### src/hdl/pcUpstream_macros.svh
`ifndef PCUPSTREAM_MACROS_SVH
`define PCUPSTREAM_MACROS_SVH

////////////////////////////////////////////////////////////////////////////
// PC word format
////////////////////////////////////////////////////////////////////////////

// code field, shared by BD and FPGA words
`define NPC_CODE 8
// payload chunk carried by every word
`define NPC_DATA 24

////////////////////////////////////////////////////////////////////////////
// FPGA-side sources
////////////////////////////////////////////////////////////////////////////

// filter state is the DSP accumulator width
`define SPIKE_STATE_W 27
// remaining bits of the two-word event go to the filter index
`define SPIKE_IDX_W 21
// heartbeat time, split over two words
`define TIME_W 48
// cycles between heartbeats
`define HEARTBEAT_PERIOD 32'd64

`endif

### src/hdl/pcUpstreamPkg.sv
`include "pcUpstream_macros.svh"

package pcUpstreamPkg;

  ////////////////////////////////////////////////////////////////////////////
  // word and event types
  ////////////////////////////////////////////////////////////////////////////

  // one upstream word, code in the MSBs
  //    8      24
  // [ code | data ]
  typedef struct packed {
    logic [`NPC_CODE-1:0] code;
    logic [`NPC_DATA-1:0] payload;
  } pcWordT;

  // filtered spike/tag event, index above state
  typedef struct packed {
    logic [`SPIKE_IDX_W-1:0]   filtIdx;
    logic [`SPIKE_STATE_W-1:0] state;
  } spikeEventT;

  ////////////////////////////////////////////////////////////////////////////
  // enums
  ////////////////////////////////////////////////////////////////////////////

  // FPGA word codes, BD codes 0..13 travel as raw values
  typedef enum logic [`NPC_CODE-1:0] {
    CODE_SPIKE = 8'd14,
    CODE_HB_LO = 8'd15,
    CODE_HB_HI = 8'd16
  } pcCodeE;

  // serializer FSM, one state per outgoing word
  typedef enum logic [2:0] {
    SER_IDLE,
    SER_SPIKE_LO,
    SER_SPIKE_HI,
    SER_HB_LO,
    SER_HB_HI
  } serStateE;

endpackage

### src/hdl/fpgaSerializer.sv
`timescale 1ns/1ns
`include "pcUpstream_macros.svh"

// spikes and heartbeats out as word pairs on the FPGA channel
module fpgaSerializer import pcUpstreamPkg::*; (
  input  logic               clk,
  input  logic               rst,
  input  spikeEventT         spikeEvent,
  input  logic               spikeValid,
  output logic               spikeAck,
  input  logic               hbStrobe,
  input  logic [`TIME_W-1:0] hbTime,
  output pcWordT             fpgaWord,
  output logic               fpgaValid,
  input  logic               fpgaAck
);

  serStateE           state;
  serStateE           nextState;
  // heartbeat waiting to be sent, with its time
  logic               hbPending;
  logic [`TIME_W-1:0] pendTime;
  // whatever is being serialized right now, event or time
  logic [`TIME_W-1:0] serBuf;
  spikeEventT         bufEvent;
  logic               xfer;
  logic               takeHb;
  logic               takeSpike;

  ////////////////////////////////////////////////////////////////////////////
  // handshakes
  ////////////////////////////////////////////////////////////////////////////

  // only take a spike when idle and no heartbeat is queued
  assign spikeAck  = (state == SER_IDLE) && !hbPending;
  assign fpgaValid = (state != SER_IDLE);
  assign xfer      = fpgaValid && fpgaAck;
  // pending heartbeat goes first
  assign takeHb    = (state == SER_IDLE) && hbPending;
  assign takeSpike = spikeAck && spikeValid;
  assign bufEvent  = serBuf;

  ////////////////////////////////////////////////////////////////////////////
  // FSM
  ////////////////////////////////////////////////////////////////////////////

  always_comb begin
    nextState = state;
    case (state)
      SER_IDLE: begin
        if (takeHb) begin
          nextState = SER_HB_LO;
        end else if (takeSpike) begin
          nextState = SER_SPIKE_LO;
        end
      end
      // low word then high word, advance on each transfer
      SER_SPIKE_LO: if (xfer) nextState = SER_SPIKE_HI;
      SER_SPIKE_HI: if (xfer) nextState = SER_IDLE;
      SER_HB_LO:    if (xfer) nextState = SER_HB_HI;
      SER_HB_HI:    if (xfer) nextState = SER_IDLE;
      default:      nextState = SER_IDLE;
    endcase
  end

  always_ff @(posedge clk) begin
    if (rst) begin
      state     <= SER_IDLE;
      hbPending <= 1'b0;
    end else begin
      state <= nextState;
      // a new strobe wins over the clear
      if (hbStrobe) begin
        hbPending <= 1'b1;
      end else if (takeHb) begin
        hbPending <= 1'b0;
      end
    end
  end

  // later strobe overwrites a time not yet sent
  always_ff @(posedge clk) begin
    if (hbStrobe) begin
      pendTime <= hbTime;
    end
    if (takeHb) begin
      serBuf <= pendTime;
    end else if (takeSpike) begin
      serBuf <= spikeEvent;
    end
  end

  ////////////////////////////////////////////////////////////////////////////
  // word formatting
  ////////////////////////////////////////////////////////////////////////////

  always_comb begin
    case (state)
      // high spike word: index, then top state bits
      SER_SPIKE_HI: begin
        fpgaWord.code    = CODE_SPIKE;
        fpgaWord.payload = {bufEvent.filtIdx, bufEvent.state[`SPIKE_STATE_W-1:`NPC_DATA]};
      end
      SER_HB_LO: begin
        fpgaWord.code    = CODE_HB_LO;
        fpgaWord.payload = serBuf[`NPC_DATA-1:0];
      end
      SER_HB_HI: begin
        fpgaWord.code    = CODE_HB_HI;
        fpgaWord.payload = serBuf[`TIME_W-1:`NPC_DATA];
      end
      // low spike word, also shown while idle
      default: begin
        fpgaWord.code    = CODE_SPIKE;
        fpgaWord.payload = bufEvent.state[`NPC_DATA-1:0];
      end
    endcase
  end

endmodule

### src/hdl/pcPacker.sv
`timescale 1ns/1ns

// merges BD and FPGA words into the PC stream
//
// codes tell the word sources apart, there is no BD/FPGA bit
// word pairs from the FPGA side may be split by a BD word
module pcPacker import pcUpstreamPkg::*; (
  input  logic   clk,
  input  logic   rst,
  input  pcWordT bdWord,
  input  logic   bdValid,
  output logic   bdAck,
  input  pcWordT fpgaWord,
  input  logic   fpgaValid,
  output logic   fpgaAck,
  output pcWordT pcWord,
  input  logic   pcAck,
  output logic   pcValid
);

  // single output slot
  pcWordT outSlot;
  logic   slotValid;
  // slot is free or drains this cycle
  logic   canLoad;
  // which side got the last grant
  logic   lastFpga;
  logic   bdTurn;
  logic   fpgaTurn;
  logic   bdXfer;
  logic   fpgaXfer;

  ////////////////////////////////////////////////////////////////////////////
  // arbitration
  ////////////////////////////////////////////////////////////////////////////

  assign canLoad = !slotValid || pcAck;

  // a side may go if the other is idle or it is its turn
  assign bdTurn   = !fpgaValid || lastFpga;
  assign fpgaTurn = !bdValid || !lastFpga;

  // never both acks with both sides valid
  assign bdAck   = canLoad && bdTurn;
  assign fpgaAck = canLoad && fpgaTurn;

  assign bdXfer   = bdValid && bdAck;
  assign fpgaXfer = fpgaValid && fpgaAck;

  always_ff @(posedge clk) begin
    if (rst) begin
      lastFpga <= 1'b0;
    end else if (bdXfer) begin
      lastFpga <= 1'b0;
    end else if (fpgaXfer) begin
      lastFpga <= 1'b1;
    end
  end

  ////////////////////////////////////////////////////////////////////////////
  // output slot
  ////////////////////////////////////////////////////////////////////////////

  // valid bit, held under back-pressure
  always_ff @(posedge clk) begin
    if (rst) begin
      slotValid <= 1'b0;
    end else if (bdXfer || fpgaXfer) begin
      slotValid <= 1'b1;
    end else if (pcAck) begin
      // drained with nothing to refill
      slotValid <= 1'b0;
    end
  end

  // payload, loaded from whichever side transferred
  always_ff @(posedge clk) begin
    if (bdXfer) begin
      outSlot <= bdWord;
    end else if (fpgaXfer) begin
      outSlot <= fpgaWord;
    end
  end

  assign pcWord  = outSlot;
  assign pcValid = slotValid;

endmodule

### src/hdl/pcUpstreamTop.sv
`timescale 1ns/1ns
`include "pcUpstream_macros.svh"

// upstream path: time manager, FPGA serializer, packer
module pcUpstreamTop import pcUpstreamPkg::*; (
  input  logic       clk,
  input  logic       rst,
  // serialized BD traffic
  input  pcWordT     bdWord,
  input  logic       bdValid,
  output logic       bdAck,
  // filtered spike/tag events
  input  spikeEventT spikeEvent,
  input  logic       spikeValid,
  output logic       spikeAck,
  // merged stream towards the PC
  output pcWordT     pcWord,
  output logic       pcValid,
  input  logic       pcAck
);

  // heartbeat from the time manager
  logic               hbStrobe;
  logic [`TIME_W-1:0] hbTime;
  // serializer to packer channel
  pcWordT             fpgaWord;
  logic               fpgaValid;
  logic               fpgaAck;

  timeMgr timeMgrInst (
    .clk      (clk),
    .rst      (rst),
    .hbStrobe (hbStrobe),
    .hbTime   (hbTime)
  );

  fpgaSerializer fpgaSerializerInst (
    .clk        (clk),
    .rst        (rst),
    .spikeEvent (spikeEvent),
    .spikeValid (spikeValid),
    .spikeAck   (spikeAck),
    .hbStrobe   (hbStrobe),
    .hbTime     (hbTime),
    .fpgaWord   (fpgaWord),
    .fpgaValid  (fpgaValid),
    .fpgaAck    (fpgaAck)
  );

  pcPacker pcPackerInst (
    .clk       (clk),
    .rst       (rst),
    .bdWord    (bdWord),
    .bdValid   (bdValid),
    .bdAck     (bdAck),
    .fpgaWord  (fpgaWord),
    .fpgaValid (fpgaValid),
    .fpgaAck   (fpgaAck),
    .pcWord    (pcWord),
    .pcAck     (pcAck),
    .pcValid   (pcValid)
  );

endmodule

### src/hdl/timeMgr.sv
`timescale 1ns/1ns
`include "pcUpstream_macros.svh"

// cycle time since reset plus a periodic heartbeat
module timeMgr (
  input  logic               clk,
  input  logic               rst,
  output logic               hbStrobe,
  output logic [`TIME_W-1:0] hbTime
);

  // free-running time, zero in the first cycle after reset
  logic [`TIME_W-1:0] cycleTime;
  // cycles left until the next multiple of the period
  logic [31:0]        periodCnt;
  logic               wrap;

  // periodCnt hits zero in the cycle before a multiple of the period
  assign wrap = (periodCnt == 32'd0);

  always_ff @(posedge clk) begin
    if (rst) begin
      cycleTime <= '0;
      periodCnt <= `HEARTBEAT_PERIOD - 32'd1;
      hbStrobe  <= 1'b0;
    end else begin
      cycleTime <= cycleTime + 1'b1;
      // reload on wrap, otherwise count down
      if (wrap) begin
        periodCnt <= `HEARTBEAT_PERIOD - 32'd1;
      end else begin
        periodCnt <= periodCnt - 32'd1;
      end
      // strobe lines up with the cycle whose time is the multiple
      hbStrobe <= wrap;
    end
  end

  // time stamp registered next to the strobe
  always_ff @(posedge clk) begin
    if (wrap) begin
      hbTime <= cycleTime + 1'b1;
    end
  end

endmodule

### config.mk
export PLATFORM = sky130hd
export DESIGN_NAME = pcUpstreamTop
export DESIGN_NICKNAME = d
export VERILOG_FILES = /design/src/hdl/pcUpstreamPkg.sv /design/src/hdl/fpgaSerializer.sv /design/src/hdl/pcPacker.sv /design/src/hdl/pcUpstreamTop.sv /design/src/hdl/timeMgr.sv
export VERILOG_INCLUDE_DIRS = /design/src /design/src/hdl
export SDC_FILE = /design/constraint.sdc
export NUM_CORES = 1
export LEC_CHECK = 0
export BUFFER_PORTS_ARGS = -buffer_cell sky130_fd_sc_hd__buf_2
export CAP_MARGIN = 0
export CORE_ASPECT_RATIO = 0.8
export CORE_UTILIZATION = 35
export DETAILED_ROUTE_END_ITERATION = 8
export PLACE_DENSITY = 0.58
export REMOVE_ABC_BUFFERS = 1
export SLEW_MARGIN = 15
export SYNTH_ARGS = -nofsm -noshare
export SYNTH_HDL_FRONTEND = slang
export SYNTH_SLANG_ARGS = --single-unit
### constraint.sdc
create_clock -name clk -period 5.8 [get_ports clk]
set_clock_uncertainty 0.05 [all_clocks]
set_input_delay 0.58 -clock clk [delete_from_list [all_inputs] [get_ports clk]]
set_output_delay 0.58 -clock clk [all_outputs]
set_load 0.01 [all_outputs]
After elaboration in Yosys (flattened, before gate mapping). Index checks and enable logic that the tools add are counted.

Logic and storage cells: 64. Register bits after elaboration: 263. Input bits: 85.

Reduce and logical (&&, ||, !) cells: 27. Muxes and demuxes: 15. Equal/unequal tests: 8. Add/sub/neg operators: 2.

Operators by type and width (number): 48-bit 2-to-1 mux (2); 29-bit case mux with 3 select lines (1); 32-bit 2-to-1 mux (2); 48-bit by 1-bit adder with 48-bit output (second input constant) (1); 32-bit zero test (1); 32-bit by 1-bit subtractor with 32-bit output (second input constant) (1); 3-bit 2-to-1 mux (5); 3-bit case mux with 4 select lines (1); 2-bit nonzero test (4); 1-bit logical AND (7); 3-bit by 2-bit equality test with 1-bit output (second input constant) (2); 2-bit by 1-bit != test with 1-bit output (second input constant) (3); 2-bit OR reduction (3); 1-bit zero test (5); 1-bit logical OR (4); 1-bit 2-to-1 mux (4); 4-bit AND reduction (1); 3-bit by 1-bit equality test with 1-bit output (second input constant) (1); 3-bit equality test (second input constant) (1); 3-bit zero test (1); 3-bit by 1-bit != test with 1-bit output (second input constant) (1); 3-bit nonzero test (1).

Depth between registers and ports, before layout.
Depth after elaboration: 7. Depth in mapped cells: 9.

Hierarchy. From an unflattened synthesis, not the netlist that was laid out.

Cell total of the unflattened synthesis: 835. Area, all modules: 11393.4 um2.

Modules (own cells, without submodules): timeMgr (instances 1, cells each 546, area an instance 5675.4 um2, seq. area each 3062.9 um2); fpgaSerializer (instances 1, cells each 210, area an instance 4132.7 um2, seq. area each 2962.8 um2); pcPacker (instances 1, cells each 79, area an instance 1585.3 um2, seq. area each 1001.0 um2).

Worst setup path before layout. Ideal clock, no wire load.

Path type: register to register. From: reg timeMgrInst.periodCnt[21]. To: reg timeMgrInst.hbTime[0], enable pin. Slack: 1.428 ns. Data arrival time: 3.868 ns. Library setup time: 0.454 ns. Cell stages (with the launch flop): 6. Data required time: 5.296 ns. Path through: dfxtp_1 -> or4_4 -> or4_4 -> or3_1 -> clkbuf_2 -> nor2_1.

Longest elaborated chain between the ends: 1.

Ends and longest elaborated chain: from (decl) (line timeMgr.sv:15) `logic [31:0] periodCnt;`; from (signal assigned) (line timeMgr.sv:24) `` periodCnt <= `HEARTBEAT_PERIOD - 32'd1; ``; from (signal assigned) (line timeMgr.sv:30) `` periodCnt <= `HEARTBEAT_PERIOD - 32'd1; ``; from (signal assigned) (line timeMgr.sv:32) `periodCnt <= periodCnt - 32'd1;`; 32-bit zero test (line timeMgr.sv:19) `assign wrap = (periodCnt == 32'd0);`; via timeMgrInst.wrap (line timeMgr.sv:16) `logic wrap;`; to (signal assigned) (line timeMgr.sv:42) `hbTime <= cycleTime + 1'b1;`; to (decl) (line timeMgr.sv:9) `` output logic [`TIME_W-1:0] hbTime ``.

The timed path passes the listed nets, and every way through them passes these cells. A chain may end at the register's enable or synchronous reset.

Final worst setup path.
From: reg timeMgrInst.periodCnt[21]. To: reg timeMgrInst.hbTime[12], enable pin.

Same word-level chain as after synthesis.

==> results.toml <==
[drt]
postRouteAntennaNets = 0
firstDrtPassIters = 6
drt_iter0_drc = 311
post_drt_wl_per_cell_microns = 15.3
vias_per_cell = 4.73
vias = 6111
drc = 0
wl_mm = 19.7

[floorplanning]
die-height_microns = 156
dieArea_sq_mm = 0.0304
rows = 56
initial_utilization = 0.355
io_pins = 120
core_area_sq_mm = 0.0293
die_w_microns = 195

[synthesis]
synth_area_sq_mm = 0.0104
synth.most_common_cell = "edfxtp_1"
ys.flop_type = "edfxtp_1"
synthTopCellsByArea = "edfxtp_1 (51%), dfxtp_1 (17%), mux2_2 (5.2%), xnor2_1 (4.6%), nor2b_1 (3.0%)"
synth_compound_area_frac = 0.0277
synth_edf_count = 176
yosys.area_share.adder = 0.00241
synth_seq_cells = 263
yosys-mux-area-fraction = 0.0760
synth_xor_area_frac = 0.0564
synth-simple-area-share = 0.146
syn_avg_cell_area_sq_um = 13.5
synth_top_area_frac = 0.508
synth_common_cells = "edfxtp_1 (176), dfxtp_1 (87), xnor2_1 (55)"
ys_seq_area_frac = 0.676
synthCells = 771
ys_warn_count = 0
synth_top_family_by_area = "simple AND/OR/NAND/NOR gates"
ys_types = 46
postSynth.asyncResetShare = 0
yosys.area.top_type = "edfxtp_1"

[sta]
worstMarginPinSlew_ns = 1.17
rsz0062_at_grt = "false"
hold_ws_ns = 0.268
worst_slack_ns = 2.39
max_freq_mhz = 293
min_period_ns = 3.41
maxSlewViolCount = 0
timing.setup.tns_ns = 0
finalCritPeriodShare = 0.588
hold_violations = 0
slew_headroom = 0.214
setup_violations = 0

[place]
dpl-instance-area_sq_mm = 0.0114
hpwl_mm = 12.7
port_buffers = 119
post-place-cells = 1242
gp_congestion = 0.755
place_ws_ns = 2.38

[critical_path]
reg2reg_from = "timeMgrInst.periodCnt[21]$_SDFF_PP0_"
start_kind = "register"
cp-end-kind = "register"
reg2regPathDepth = 5
crit_fanout = 26
r2r-end = "timeMgrInst.hbTime[12]$_DFFE_PP_"
r2r_slack_ns = 2.39
worstPathRequired_ns = 5.94
cp_data_arrival_time_ns = 3.55
crit_type = "reg2reg"

[clock_tree]
cts.reportedPaths.clkPinSlew_ns = 0.06
root_buffer = "clkbuf_16"
insertion_delay_ns = 0.53
ctsResizeCount = 0
cts_setup_buffers = 0
cts_buffer_depth = 3
htree_levels = 1
cts_tree = "yes"
holdBufCountCts = 0
cts_made_buffers = 27
clock_sinks = 263

[run]
cap_violations = 0

[power]
leakagePower_nw = 4.43
powerDensity_mw_per_mm2 = 331
ir_drop_v = 0.000221

[cells_and_area]
area_growth_pct = 18.7
drive_above_1_share = 0.261
stdcell_area_sq_mm = 0.0123
diodes = 0
finalNetCount = 982
final_cells = 1293

[global_route]
grt_pass1_vias = 6049
grt.overflow.total = 0
grt_first_pass_wirelength_mm = 32.0
antenna_found_initial = 0
grt_max_degree = 55
grt_usage = 0.132

[status]
outcome = "completed"

[min_path]
hp-class = "in2reg"
holdCritStartpoint = "bdValid"
hold_end = "pcPackerInst.pcValid$_SDFFE_PP0P_"
holdPathStages = 3
flip-flops by register name, summed over array words and instances, names as in the netlist, 3 cells and up:
register / cells
timeMgrInst.periodCnt: 32
timeMgrInst.cycleTime: 48
fpgaSerializerInst.pendTime: 48
timeMgrInst.hbTime: 48
pcPackerInst.pcWord: 32
fpgaSerializerInst.bufEvent: 48
fpgaSerializerInst.state: 3
metrics by stage:
step / total power [W] / utilization
2_1_floorplan: 0.00228 / -
3_3_place_gp: 0.00240 / 0.390
3_5_place_dp: 0.00240 / 0.390
4_1_cts: 0.00415 / 0.421
5_1_grt: 0.00425 / 0.422
6_report: 0.00409 / 0.422
worst max-delay path, stage by stage (launching register included):
cell	delay, ns
dfxtp_1	0.33
or4_4	0.56
or4_4	0.54
or3_1	0.48
nor2_4	0.63
buf_4	0.45
layout make-up:
class / instances / area, sq um
clock buffer: 32 / 736
inverter: 6 / 22.5
clock inverter: 18 / 171
sequential: 263 / 7030
timing repair buffer: 127 / 668
tap: 377 / 472
multi-input combinational: 470 / 3250
fill: 2768 / 16900
cells in the final DEF (no fill, tap or decap), drive strengths merged, types with 28 or more instances in the layout:
master / netlist / final
edfxtp: 176 / 176
buf: 8 / 127
dfxtp: 87 / 87
xnor2: 55 / 55
nor2b: 50 / 50
nand2: 49 / 49
nor2: 49 / 49
mux2: 48 / 48
clkbuf: 24 / 32
nand4: 28 / 28
per-layer routing:
metal	GRT usage	routed length [microns]	vias up
met5	0	0	-
met2	0.214	8840	102
li1	-	-	3070
met1	0.181	9810	2910
met4	0.0344	402	0
met3	0.0240	700	29
how the worst max path moves through the flow:
| stage | end | depth (start not counted) | startpoint |
|---|---|---|---|
| after floorplan | timeMgrInst.hbTime[0]$_DFFE_PP_ | 4 | timeMgrInst.periodCnt[21]$_SDFF_PP0_ |
| after CTS | timeMgrInst.hbTime[25]$_DFFE_PP_ | 5 | timeMgrInst.periodCnt[21]$_SDFF_PP0_ |
| final | timeMgrInst.hbTime[12]$_DFFE_PP_ | 5 | timeMgrInst.periodCnt[21]$_SDFF_PP0_ |
| after detailed placement | timeMgrInst.hbTime[25]$_DFFE_PP_ | 5 | timeMgrInst.periodCnt[21]$_SDFF_PP0_ |
| after global placement | timeMgrInst.hbTime[25]$_DFFE_PP_ | 5 | timeMgrInst.periodCnt[21]$_SDFF_PP0_ |
| after global routing | timeMgrInst.hbTime[12]$_DFFE_PP_ | 7 | timeMgrInst.periodCnt[0]$_SDFF_PP1_ |
kinds of logic after synthesis:
kind of cell / count (synthesis)
AO/OA/AOI/OAI: 49
XOR/XNOR: 67
adder cells (fa/ha/maj): 2
buffers and inverters: 38
flip-flops: 263
multiplexers: 73
AND/OR/NAND/NOR: 279
power breakdown:
| group | leakage, nW | total (W) | internal, W | switching (W) |
|---|---|---|---|---|
| Combinational | 1.54 | 0.000244 | 0.0000962 | 0.000148 |
| Sequential | 2.45 | 0.00211 | 0.00209 | 0.0000224 |
| Clock | 0.435 | 0.00173 | 0.00101 | 0.000727 |
| Total | 4.43 | 0.00409 | 0.00319 | 0.000898 |
Power figures use the tool's default switching activity.
